[src/hw/soc_map_pkg.sv]
`default_nettype none

package soc_map_pkg;

    // output port window, 16 bytes at D000
    localparam logic [15:0] IO_BASE = 16'hD000;
    localparam logic [15:0] IO_MASK = 16'hFFF0;

    // port index taken from the low address bits
    localparam int IO_INDEX_BITS = 4;

endpackage

`default_nettype wire

[src/hw/mem_bus_if.sv]
`timescale 1ns/10ps
`default_nettype none

interface mem_bus_if;

    logic [15:0] addr;   // driven by the core
    logic        rw;     // 1 = read, 0 = write
    logic [7:0]  wdata;  // write data from the core
    logic [7:0]  rdata;  // read data, valid in the same cycle

    modport master (
        output addr,
        output rw,
        output wdata,
        input  rdata
    );

    modport target_rd (
        input  addr,
        output rdata
    );

    modport target_wr (
        input  addr,
        input  rw,
        input  wdata
    );

endinterface

`default_nettype wire

[src/hw/io_port.sv]
`timescale 1ns/10ps
`default_nettype none

module io_port (
    input  logic                                i_clk,
    input  logic                                i_reset_n,

    mem_bus_if.target_wr                        bus,

    output logic                                o_port_strobe,
    output logic [soc_map_pkg::IO_INDEX_BITS-1:0] o_port_index,
    output logic [7:0]                          o_port_data
);

logic io_hit;

// write cycle inside the I/O window
assign io_hit = !bus.rw &&
                ((bus.addr & soc_map_pkg::IO_MASK) == soc_map_pkg::IO_BASE);

always_ff @(posedge i_clk)
begin
    if (!i_reset_n)
    begin
        o_port_strobe <= 1'b0;
        o_port_index  <= '0;
        o_port_data   <= 8'h00;
    end
    else
    begin
        o_port_strobe <= io_hit;    // one cycle per write
        if (io_hit)
        begin
            o_port_index <= bus.addr[soc_map_pkg::IO_INDEX_BITS-1:0];
            o_port_data  <= bus.wdata;  // held until next hit
        end
    end
end

endmodule

`default_nettype wire

[src/flat_wrapper.sv]
// flat-port wrapper written by rule: the top's interface ports become plain ports
module io_port_flat 
  (i_clk, i_reset_n, o_port_strobe, o_port_index, o_port_data, bus_addr, bus_rw, bus_wdata);
  mem_bus_if bus_i ();
  input  logic i_clk;
  input  logic i_reset_n;
  output logic o_port_strobe;
  output logic [soc_map_pkg::IO_INDEX_BITS-1:0] o_port_index;
  output logic [7:0] o_port_data;
  input wire logic [$bits(bus_i.addr)-1:0] bus_addr;
  input wire logic [$bits(bus_i.rw)-1:0] bus_rw;
  input wire logic [$bits(bus_i.wdata)-1:0] bus_wdata;
  assign bus_i.addr = bus_addr;
  assign bus_i.rw = bus_rw;
  assign bus_i.wdata = bus_wdata;
  io_port u_core (.i_clk(i_clk), .i_reset_n(i_reset_n), .bus(bus_i), .o_port_strobe(o_port_strobe), .o_port_index(o_port_index), .o_port_data(o_port_data));
endmodule
[config.mk]
export PLATFORM = sky130hd
export DESIGN_NAME = io_port_flat
export DESIGN_NICKNAME = d
export VERILOG_FILES = /design/src/hw/soc_map_pkg.sv /design/src/hw/mem_bus_if.sv /design/src/hw/io_port.sv /design/src/flat_wrapper.sv
export SDC_FILE = /design/constraint.sdc
export NUM_CORES = 1
export LEC_CHECK = 0
export BUFFER_PORTS_ARGS = -buffer_cell sky130_fd_sc_hd__clkbuf_2
export CELL_PAD_IN_SITES_DETAIL_PLACEMENT = 0
export CELL_PAD_IN_SITES_GLOBAL_PLACEMENT = 2
export CORE_MARGIN = 3
export CORE_UTILIZATION = 21
export CTS_BUF_LIST = sky130_fd_sc_hd__clkbuf_4
export DETAILED_ROUTE_END_ITERATION = 8
export PLACE_DENSITY_LB_ADDON = 0.1
export SYNTH_ARGS = -nofsm -noshare
export SYNTH_HDL_FRONTEND = slang
export SYNTH_SLANG_ARGS = --single-unit
export TNS_END_PERCENT = 1
[constraint.sdc]
create_clock -name i_clk -period 1.4 [get_ports i_clk]
set_input_delay 0.14 -clock i_clk [delete_from_list [all_inputs] [get_ports i_clk]]
set_output_delay 0.14 -clock i_clk [all_outputs]
set_load 0.02 [all_outputs]
==> impl_metrics.env <==
export IMPL_irDropWorstVdd_v=0.000333
export IMPL_via_per_inst=4.05
export IMPL_worst_path_largest_cell_delay_ns=0.35
export IMPL_status="finished clean"
export IMPL_grt_setup_unrepaired="false"
export IMPL_row_count=18
export IMPL_fin_nets=127
export IMPL_floorplan_die_area_sq_mm=0.00333
export IMPL_clock_skew_ns=0
export IMPL_grt_pass1_wl_um=2040
export IMPL_flow_area_growth_from_synthesis_pct=42.8
export IMPL_ys_ff_latch=13
export IMPL_post_synth_fa_ha_maj_area_fraction=0
export IMPL_setup_viol=0
export IMPL_timing_critical_path_arrival_ns=0.79
export IMPL_main_combinational_cell_family_by_area_after_synthesis="simple AND/OR/NAND/NOR gates"
export IMPL_placedInstanceArea_sq_um=772
export IMPL_drc_errors=0
export IMPL_critPathBufInv=1
export IMPL_hold_path_class="in2reg"
export IMPL_pin_count_of_the_biggest_net_entering_global_routing=26
export IMPL_detailedPlace_worstSlack_ns=0.226
export IMPL_drive_above_1_share=0.455
export IMPL_timing_critical_path_max_delay_family="flip-flops"
export IMPL_wl_um=1250
export IMPL_boundaryPins=40
export IMPL_drv_max_cap_violation_count=0
export IMPL_die_w_um=57.7
export IMPL_final_util=0.321
export IMPL_cts_clk_slew_worst_paths_ns=0.08
export IMPL_post_synth_mux_area_share=0.214
export IMPL_antenna_violations_before_repair=0
export IMPL_final_cell_area_sq_um=802
export IMPL_dr_first_iter_drc_count=2
export IMPL_drt_pass1_iterations=2
export IMPL_placement_io_buffers=39
export IMPL_cts_buffer_depth=2
export IMPL_gp_routability_congestion=0.547
export IMPL_cts_made_buffers=3
export IMPL_slowest_stage="sky130_fd_sc_hd__dfxtp_1"
export IMPL_maxClockFrequency_mhz=1070
export IMPL_cellPowerDensity_mw_per_mm2=845
export IMPL_path_max_fanout=2
export IMPL_final_period_minus_worst_setup_slack_ns=0.932
export IMPL_ant_nets=0
export IMPL_period_share=0.666
export IMPL_most_frequent_standard_cell_in_the_layout_excluding_fill_and_tap_cells="sky130_fd_sc_hd__clkbuf_2"
export IMPL_first_global_vias=489
export IMPL_vias=523
export IMPL_synth_warning_count=0
export IMPL_finalHoldViolCount=0
export IMPL_cts_hold_buffers_added=0
export IMPL_slew_headroom=0.701
export IMPL_clock_latency_ns=0.27
export IMPL_netlist_cell_type_count=12
export IMPL_cp_end_kind="output pin"
export IMPL_globalRoute_totalOverflow=0
export IMPL_place_hpwl_um=968
export IMPL_timing_setup_tns_ns=0
export IMPL_setup_worst_path_start_class="register"
export IMPL_synth_seq_area_share=0.463
export IMPL_path_class="reg2out"
export IMPL_ff_latch_area_sq_um=260
export IMPL_syn_inst=60
export IMPL_die_h_um=57.7
export IMPL_nFillCells=278
export IMPL_grt_usage=0.0797
export IMPL_multiInputGateArea_sq_um=259
export IMPL_per_cell_routed_wire_length_um=9.69
export IMPL_antennaDiodeCount=0
export IMPL_synth_simple_gate_area_frac=0.247
export IMPL_htree_num_levels=1
export IMPL_final_cell_mix="sky130_fd_sc_hd__clkbuf_2 (39), sky130_fd_sc_hd__nand2_1 (24), sky130_fd_sc_hd__dfxtp_1 (13)"
export IMPL_clock_tree_from_tritoncts="built"
export IMPL_finalMaxSlewViolations=0
export IMPL_static_leakage_power_nw=0.372
export IMPL_numClockSinks=13
export IMPL_yosys_area_share_xor_xnor=0
export IMPL_synthesis_nets=87
export IMPL_syn_area_per_cell_sq_um=9.36
export IMPL_cts_repair_timing_setup_buffer_count=0
export IMPL_initial_cell_density_of_the_core=0.225
export IMPL_synth_compound_area_share=0
export IMPL_layout_setup_ws_ns=0.468
export IMPL_cts_resized=0
export IMPL_timing_critical_path_required_ns=1.26
export IMPL_core_area_sq_mm=0.00250
export IMPL_synth_cell_area_sq_um=562
export IMPL_worstPathCellList="clkbuf_2"
export IMPL_root_buffer="sky130_fd_sc_hd__clkbuf_4"
export IMPL_tightest_slew_ns=0.448
[worst paths after layout]
path | start | to | slack [ns] | depth (start not counted)
worst max register to register | u_core.o_port_data[4] | u_core.o_port_data[4] | 0.81 | 2
worst min-delay path | bus_wdata[3] | u_core.o_port_data[3] | 0.09 | 3
worst min register to register | u_core.o_port_index[3] | u_core.o_port_index[3] | 0.46 | 2
worst max-delay path | u_core.o_port_data[4] | o_port_data[4] | 0.47 | 1
[through the flow]
step	hold WS, ns	power (mW)	std cells
4_1_cts	0.0841	0.692	129
2_1_floorplan	0.282	0.399	60
3_3_place_gp	0.373	0.436	125
5_1_grt	0.0936	0.714	129
6_report	0.0914	0.678	129
3_5_place_dp	0.380	0.436	125
[tightest hold or removal path, stage by stage]
cell	delay, ns
sky130_fd_sc_hd__clkbuf_2	0.08
sky130_fd_sc_hd__nand2_1	0.04
sky130_fd_sc_hd__mux2i_1	0.05
[cells by family after synthesis]
family        after synthesis
flops                      13
buf+inv                     5
mux                        12
simple gates               30
[layer usage]
metal	routed length, um	global-route usage	part of all wire
met1	588	0.106	0.47
met2	508	0.106	0.41
met3	140	0.0312	0.11
met4	13	0.0497	0.010
met5	0	0	0
[power by group]
group          switching, mW  internal [mW]
sequential         0.0000183          0.369
combinational         0.0237         0.0326
clock                  0.123          0.130
total                  0.147          0.531
[registers in the layout, indices dropped and copies added, names as in the netlist]
signal,count
u_core.o_port_data,8
u_core.o_port_strobe,1
u_core.o_port_index,4
[cells in the mapped netlist, drive strengths merged]
library cell	count	area (sq um)
mux2i	12	120
nor4bb	1	10.0
clkbuf	3	11.3
nand2	24	90.1
nor3	1	5.00
dfxtp	13	260
and2	1	6.26
and4	1	8.76
buf	2	31.3
nor4b	1	15.0
nor2	1	3.75
[layout make-up]
| type | instances | share of cell area |
|---|---|---|
| repair buffers | 40 | 0.268 |
| multi-input cells | 42 | 0.323 |
| flip-flops and latches | 13 | 0.324 |
| well taps | 30 | 0.0468 |
| clock buffers | 4 | 0.0374 |
Note: power is estimated with default switching activity, not from simulation.
