==> src/hw/m6502_pkg.sv <==
`default_nettype none

package m6502_pkg;

    // supported opcodes
    localparam logic [7:0] OP_NOP     = 8'hEA;
    localparam logic [7:0] OP_LDA_IMM = 8'hA9;
    localparam logic [7:0] OP_LDX_IMM = 8'hA2;
    localparam logic [7:0] OP_LDY_IMM = 8'hA0;
    localparam logic [7:0] OP_STA_ABS = 8'h8D;
    localparam logic [7:0] OP_STX_ABS = 8'h8E;
    localparam logic [7:0] OP_STY_ABS = 8'h8C;
    localparam logic [7:0] OP_JMP_ABS = 8'h4C;

    // aaa field, operation within a group
    localparam logic [2:0] AAA_LOAD  = 3'b101;
    localparam logic [2:0] AAA_STORE = 3'b100;

    // cc field, which register the group works on
    localparam logic [1:0] CC_A = 2'b01;
    localparam logic [1:0] CC_X = 2'b10;
    localparam logic [1:0] CC_Y = 2'b00;

    // bbb field, addressing mode
    localparam logic [2:0] BBB_ABS    = 3'b011;
    localparam logic [2:0] BBB_IMM_A  = 3'b010;  // immediate in the cc=01 group
    localparam logic [2:0] BBB_IMM_XY = 3'b000;  // immediate for LDX / LDY

    // two bytes, low byte first
    localparam logic [15:0] RESET_VECTOR = 16'hFFFC;

    // One opcode byte seen either whole (exact matches such as JMP)
    // or split into the aaa-bbb-cc fields for grouped decode.
    typedef union packed {
        logic [7:0] raw;
        struct packed {
            logic [2:0] aaa;
            logic [2:0] bbb;
            logic [1:0] cc;
        } f;
    } opcode_u;

endpackage

`default_nettype wire

==> src/hw/mem_bus_if.sv <==
`timescale 1ns/10ps
`default_nettype none

interface mem_bus_if;

    logic [15:0] addr;   // driven by the core
    logic        rw;     // 1 = read, 0 = write
    logic [7:0]  wdata;  // write data from the core
    logic [7:0]  rdata;  // read data, valid in the same cycle

    modport master (
        output addr,
        output rw,
        output wdata,
        input  rdata
    );

    modport target_rd (
        input  addr,
        output rdata
    );

    modport target_wr (
        input  addr,
        input  rw,
        input  wdata
    );

endinterface

`default_nettype wire

==> src/hw/cpu_core.sv <==
`timescale 1ns/10ps
`default_nettype none

module cpu_core (
    input  logic        i_clk,
    input  logic        i_reset_n,

    mem_bus_if.master   bus,

    output logic [15:0] o_debug_pc,
    output logic [7:0]  o_debug_a
);

localparam logic STATE_RESET_VECTOR = 1'b0;  // read PC from the vector
localparam logic STATE_EXECUTE      = 1'b1;  // fetch and execute opcodes

localparam logic RW_READ  = 1'b1;
localparam logic RW_WRITE = 1'b0;

localparam logic ADDR_MODE_PC  = 1'b0;       // r_pc drives the bus
localparam logic ADDR_MODE_ALT = 1'b1;       // r_address drives the bus

logic               r_state;
logic [1:0]         r_tcu;                   // cycle within the current step
logic [15:0]        r_pc;
logic [15:0]        r_address;               // vector or store target
logic               r_address_mode;
logic               r_rw;
logic [7:0]         r_wdata;
m6502_pkg::opcode_u r_ir;
logic [7:0]         r_a;
logic [7:0]         r_x;
logic [7:0]         r_y;

logic               cc_valid;
logic               is_load;
logic               is_store;
logic               is_jmp;
logic [7:0]         store_src;

// grouped decode on the aaa-bbb-cc fields
always_comb
begin
    cc_valid = (r_ir.f.cc == m6502_pkg::CC_A) ||
               (r_ir.f.cc == m6502_pkg::CC_X) ||
               (r_ir.f.cc == m6502_pkg::CC_Y);

    is_load = 1'b0;
    if (r_ir.f.aaa == m6502_pkg::AAA_LOAD)
    begin
        if (r_ir.f.cc == m6502_pkg::CC_A)
        begin
            is_load = (r_ir.f.bbb == m6502_pkg::BBB_IMM_A);
        end
        else if (cc_valid)
        begin
            is_load = (r_ir.f.bbb == m6502_pkg::BBB_IMM_XY);
        end
    end

    is_store = (r_ir.f.aaa == m6502_pkg::AAA_STORE) &&
               (r_ir.f.bbb == m6502_pkg::BBB_ABS) && cc_valid;

    is_jmp = (r_ir.raw == m6502_pkg::OP_JMP_ABS);  // exact byte match
end

// cc picks the register a store writes out
always_comb
begin
    case (r_ir.f.cc)
        m6502_pkg::CC_A: store_src = r_a;
        m6502_pkg::CC_X: store_src = r_x;
        default:         store_src = r_y;
    endcase
end

always_ff @(posedge i_clk)
begin
    if (!i_reset_n)
    begin
        r_state        <= STATE_RESET_VECTOR;
        r_tcu          <= 2'd0;
        r_pc           <= 16'h0000;
        r_address      <= m6502_pkg::RESET_VECTOR;
        r_address_mode <= ADDR_MODE_ALT;
        r_rw           <= RW_READ;
        r_wdata        <= 8'h00;
    end
    else if (r_state == STATE_RESET_VECTOR)
    begin
        r_tcu <= r_tcu + 2'd1;
        if (r_tcu == 2'd1)
        begin
            r_pc[7:0] <= bus.rdata;               // vector low byte
            r_address <= r_address + 16'd1;
        end
        else if (r_tcu == 2'd2)
        begin
            r_pc[15:8]     <= bus.rdata;          // vector high byte
            r_state        <= STATE_EXECUTE;
            r_address_mode <= ADDR_MODE_PC;
            r_tcu          <= 2'd0;
        end
    end
    else
    begin
        r_tcu <= r_tcu + 2'd1;
        case (r_tcu)
            2'd0:
            begin
                r_ir <= bus.rdata;                // opcode fetch
                r_pc <= r_pc + 16'd1;
            end
            2'd1:
            begin
                if (is_load)
                begin
                    case (r_ir.f.cc)
                        m6502_pkg::CC_A: r_a <= bus.rdata;
                        m6502_pkg::CC_X: r_x <= bus.rdata;
                        default:         r_y <= bus.rdata;
                    endcase
                    r_pc  <= r_pc + 16'd1;
                    r_tcu <= 2'd0;
                end
                else if (is_jmp || is_store)
                begin
                    r_address[7:0] <= bus.rdata;  // operand low byte
                    r_pc           <= r_pc + 16'd1;
                end
                else
                begin
                    r_tcu <= 2'd0;                // NOP and unknown, dummy cycle
                end
            end
            2'd2:
            begin
                if (is_jmp)
                begin
                    r_pc  <= {bus.rdata, r_address[7:0]};
                    r_tcu <= 2'd0;
                end
                else
                begin
                    r_address[15:8] <= bus.rdata; // store target high byte
                    r_pc            <= r_pc + 16'd1;
                    r_address_mode  <= ADDR_MODE_ALT;
                    r_rw            <= RW_WRITE;
                    r_wdata         <= store_src;
                end
            end
            default:
            begin
                // write cycle done, back to PC
                r_address_mode <= ADDR_MODE_PC;
                r_rw           <= RW_READ;
                r_wdata        <= 8'h00;
                r_tcu          <= 2'd0;
            end
        endcase
    end
end

assign bus.addr  = (r_address_mode == ADDR_MODE_PC) ? r_pc : r_address;
assign bus.rw    = r_rw;
assign bus.wdata = r_wdata;

assign o_debug_pc = r_pc;
assign o_debug_a  = r_a;

endmodule

`default_nettype wire

==> src/flat_wrapper.sv <==
// flat-port wrapper written by rule: the top's interface ports become plain ports
module cpu_core_flat 
  (i_clk, i_reset_n, o_debug_pc, o_debug_a, bus_addr, bus_rw, bus_wdata, bus_rdata);
  mem_bus_if bus_i ();
  input  logic i_clk;
  input  logic i_reset_n;
  output logic [15:0] o_debug_pc;
  output logic [7:0] o_debug_a;
  output wire logic [$bits(bus_i.addr)-1:0] bus_addr;
  output wire logic [$bits(bus_i.rw)-1:0] bus_rw;
  output wire logic [$bits(bus_i.wdata)-1:0] bus_wdata;
  input wire logic [$bits(bus_i.rdata)-1:0] bus_rdata;
  assign bus_addr = bus_i.addr;
  assign bus_rw = bus_i.rw;
  assign bus_wdata = bus_i.wdata;
  assign bus_i.rdata = bus_rdata;
  cpu_core u_core (.i_clk(i_clk), .i_reset_n(i_reset_n), .bus(bus_i), .o_debug_pc(o_debug_pc), .o_debug_a(o_debug_a));
endmodule
==> config.mk <==
export PLATFORM = sky130hd
export DESIGN_NAME = cpu_core_flat
export DESIGN_NICKNAME = d
export VERILOG_FILES = /design/src/hw/m6502_pkg.sv /design/src/hw/mem_bus_if.sv /design/src/hw/cpu_core.sv /design/src/flat_wrapper.sv
export SDC_FILE = /design/constraint.sdc
export NUM_CORES = 1
export LEC_CHECK = 0
export BUFFER_PORTS_ARGS = -buffer_cell sky130_fd_sc_hd__buf_2
export CORE_ASPECT_RATIO = 0.6
export CORE_MARGIN = 3
export CORE_UTILIZATION = 60
export CTS_CLUSTER_DIAMETER = 30
export DETAILED_ROUTE_END_ITERATION = 7
export GPL_TIMING_DRIVEN = 0
export PLACE_DENSITY_LB_ADDON = 0.1
export SYNTH_ARGS = -nofsm -noshare
export SYNTH_HDL_FRONTEND = slang
export SYNTH_SLANG_ARGS = --single-unit
export TNS_END_PERCENT = 20
==> constraint.sdc <==
create_clock -name i_clk -period 6.28 [get_ports i_clk]
set_input_delay 0 -clock i_clk [delete_from_list [all_inputs] [get_ports i_clk]]
set_output_delay 0 -clock i_clk [all_outputs]
set_load 0.01 [all_outputs]
==> results.ini <==
[routing]
viasPerCell = 6.673
first_pass_iters = 5
wirelength_um = 13030
wl_per_cell_um = 21.83
post-route-drc-count = 0
drt-initial-drc-count = 615
ant_nets = 0
via_count = 3984

[clock_network]
cts.clk_slew.worst_paths_ps = 60
cts-root-buf = clkbuf_16
post-cts-setup-buffers = 0
numClockSinks = 77
cts-buffers-inserted = 9
clock_latency_ps = 340
ctsLongestPathBuffers = 2
tritoncts = built
htree_levels = 3

[cells_and_area]
synthToLayoutAreaGrowth_pct = 16.51
final_area_um2 = 4954
antenna_cells = 0
mostFrequentLayoutCells = buf_2 (67), dfxtp_1 (45), nand2_1 (38)
layout-drive-gt1-share_pct = 24.31
layout_commonest_cell = buf_2
finalNetCount = 526

[yosys]
ys_ff_latch = 77
synth-edff-count = 32
synth-seq-area-share_pct = 43.79
synth_cell_types = 75
synth.avg_cell_area_um2 = 9.774
synthesis.nets = 456
yosys_warnings = 0
async_reset_ff_share_pct = 0
syn_area_um2 = 4252
syn_inst = 435
ys.flop_type = dfxtp_1

[floorplanning]
io_pins = 59
die_w_um = 114.7
core_um2 = 6763
die_y_um = 71.21
dieArea_um2 = 8165
rows = 23
start_util_pct = 62.87

[grt]
grt_pass1_vias = 3662
grt_pass1_wl_um = 20250
grt_overflow = 0
grt_use_total_pct = 32.95
antenna_found_initial = 0
grt_max_degree = 14

[sta]
slew_viol_final = 0
max_freq_mhz = 387.6
hold_viol = 0
fin_crit_sh_pct = 41.08
fin_worst_skew_ps = 7.810
min_period_ps = 2580
relSlewSlack_pct = 30.18
fin_hold_ws_ps = 29.80
tns_ps = 0
setup-violations-final = 0
worstMarginPinSlew_ps = 1039
grt_setup_unrepaired = false

[min_path]
hold_path.class = input pin to flop

[power]
worst_ir_drop_vdd_uv = 294.7
p_per_area_nw_per_um2 = 390.8
leakage_nw = 1.928

[worst_setup_path]
start_kind = flop
required_ps = 6240
path_class = flop to flop
worstPathMaxFanout = 10
cp-end-kind = flop
cp.arrival_ps = 2540

[outcome]
run_status = completed

[flow_run]
cap_violations = 0

[placement]
dpl.hpwl_um = 9354
place.gp.congestion = 0.9902
portBuffers = 58
dpl_cell_area_um2 = 4651

cell usage after synthesis (all sizes together), types with 4 or more instances:
library cell / count / area (um^2)
mux2i: 7 / 70.07
a21o: 5 / 37.54
buf: 18 / 108.9
edfxtp: 32 / 960.9
and2: 4 / 25.02
dfxtp: 45 / 900.9
o21a: 5 / 37.54
nor2: 33 / 123.9
nand3b: 4 / 30.03
nand3: 17 / 90.09
a21oi: 29 / 145.1
a211oi: 7 / 80.08
o211ai: 7 / 62.56
a31oi: 5 / 37.53
nand2: 38 / 142.6
ha: 11 / 137.6
nor4: 4 / 25.02
nor3b: 4 / 30.03
nor3: 12 / 81.33
a22oi: 8 / 60.06
o21ai: 30 / 153.9
o2111ai: 4 / 35.03
nand4: 6 / 37.54
clkbuf: 11 / 41.29
inv: 11 / 41.29
nand2b: 4 / 25.02
mux2: 16 / 180.2
nor2b: 4 / 25.02
xnor2: 4 / 35.03
a2bb2oi: 6 / 52.55
critical path, stage by stage, from the launching register on:
cell and delay (ps):
dfxtp_1 380, buf_2 280, buf_2 260, buf_2 300
nand3_1 160, nor3_1 820
cell families after synthesis:
logic type                 share of synthesized area [%]
adders and majority gates                          3.237
muxes                                              5.886
buffers and inverters                              4.503
and+or+nand+nor                                    17.57
xor gates and xnor gates                          0.8239
DFF                                                43.79
AOI/OAI and AO/OA                                  24.19
sequential cells by signal (all words and copies together) (netlist names), 2 cells and up:
name / count
u_core.r_ir: 8
u_core.r_y: 8
u_core.r_x: 8
u_core.r_tcu: 2
u_core.bus.wdata: 8
u_core.o_debug_pc: 16
u_core.r_address: 16
u_core.o_debug_a: 8
final cells by class:
cell class,instances,area (um^2)
buffer,29,150.1
clock buffer,10,229.0
clock inverter,6,63.81
fill,516,1809
inverter,11,41.29
multi-input combinational,318,2198
sequential,77,1862
tap,87,108.9
timing repair buffer,59,300.3
power by group:
part	internal [W]	total [W]	switching, W
registers	0.000588	0.000695	0.000107
logic	0.000293	0.000728	0.000435
clock network	0.000307	0.000513	0.000206
total	0.00119	0.00194	0.000748
path summary, 6_finish.rpt:
path,startpoint,to,slack (ps),cells past startpoint
hold reg to reg,u_core.bus.wdata[1],u_core.bus.wdata[1],450,2
hold / removal,bus_rdata[6],u_core.r_x[6],30,1
setup reg to reg,u_core.r_state,u_core.r_y[5],3700,5
setup / recovery,u_core.r_state,u_core.r_y[5],3700,5
what timing repair did:
item	4_1_cts	5_1_grt
hold buffers	1	0
hold endpoints to repair	4	0
setup endpoints to repair	0	0
resized for setup	0	0
stage by stage:
step	std cells	power [W]	utilization, %	worst slack, ps
4_1_cts	597	0.001913	73.25	3697
3_3_place_gp	580	0.001384	68.77	3775
5_1_grt	597	0.002019	73.25	3470
2_1_floorplan	435	0.001164	-	4139
3_5_place_dp	580	0.001403	68.77	3708
6_report	597	0.001936	73.25	3700
per-layer routing:
metal  vias to the layer above  share of wire [%]  GRT usage (%)
met5                         -                  0              0
met4                         0                2.0          10.28
met3                        31                 15          12.91
met2                       292                 40          43.58
met1                      1878                 43          49.02
li1                       1783                  -              -
Power figures use the tool's default switching activity.
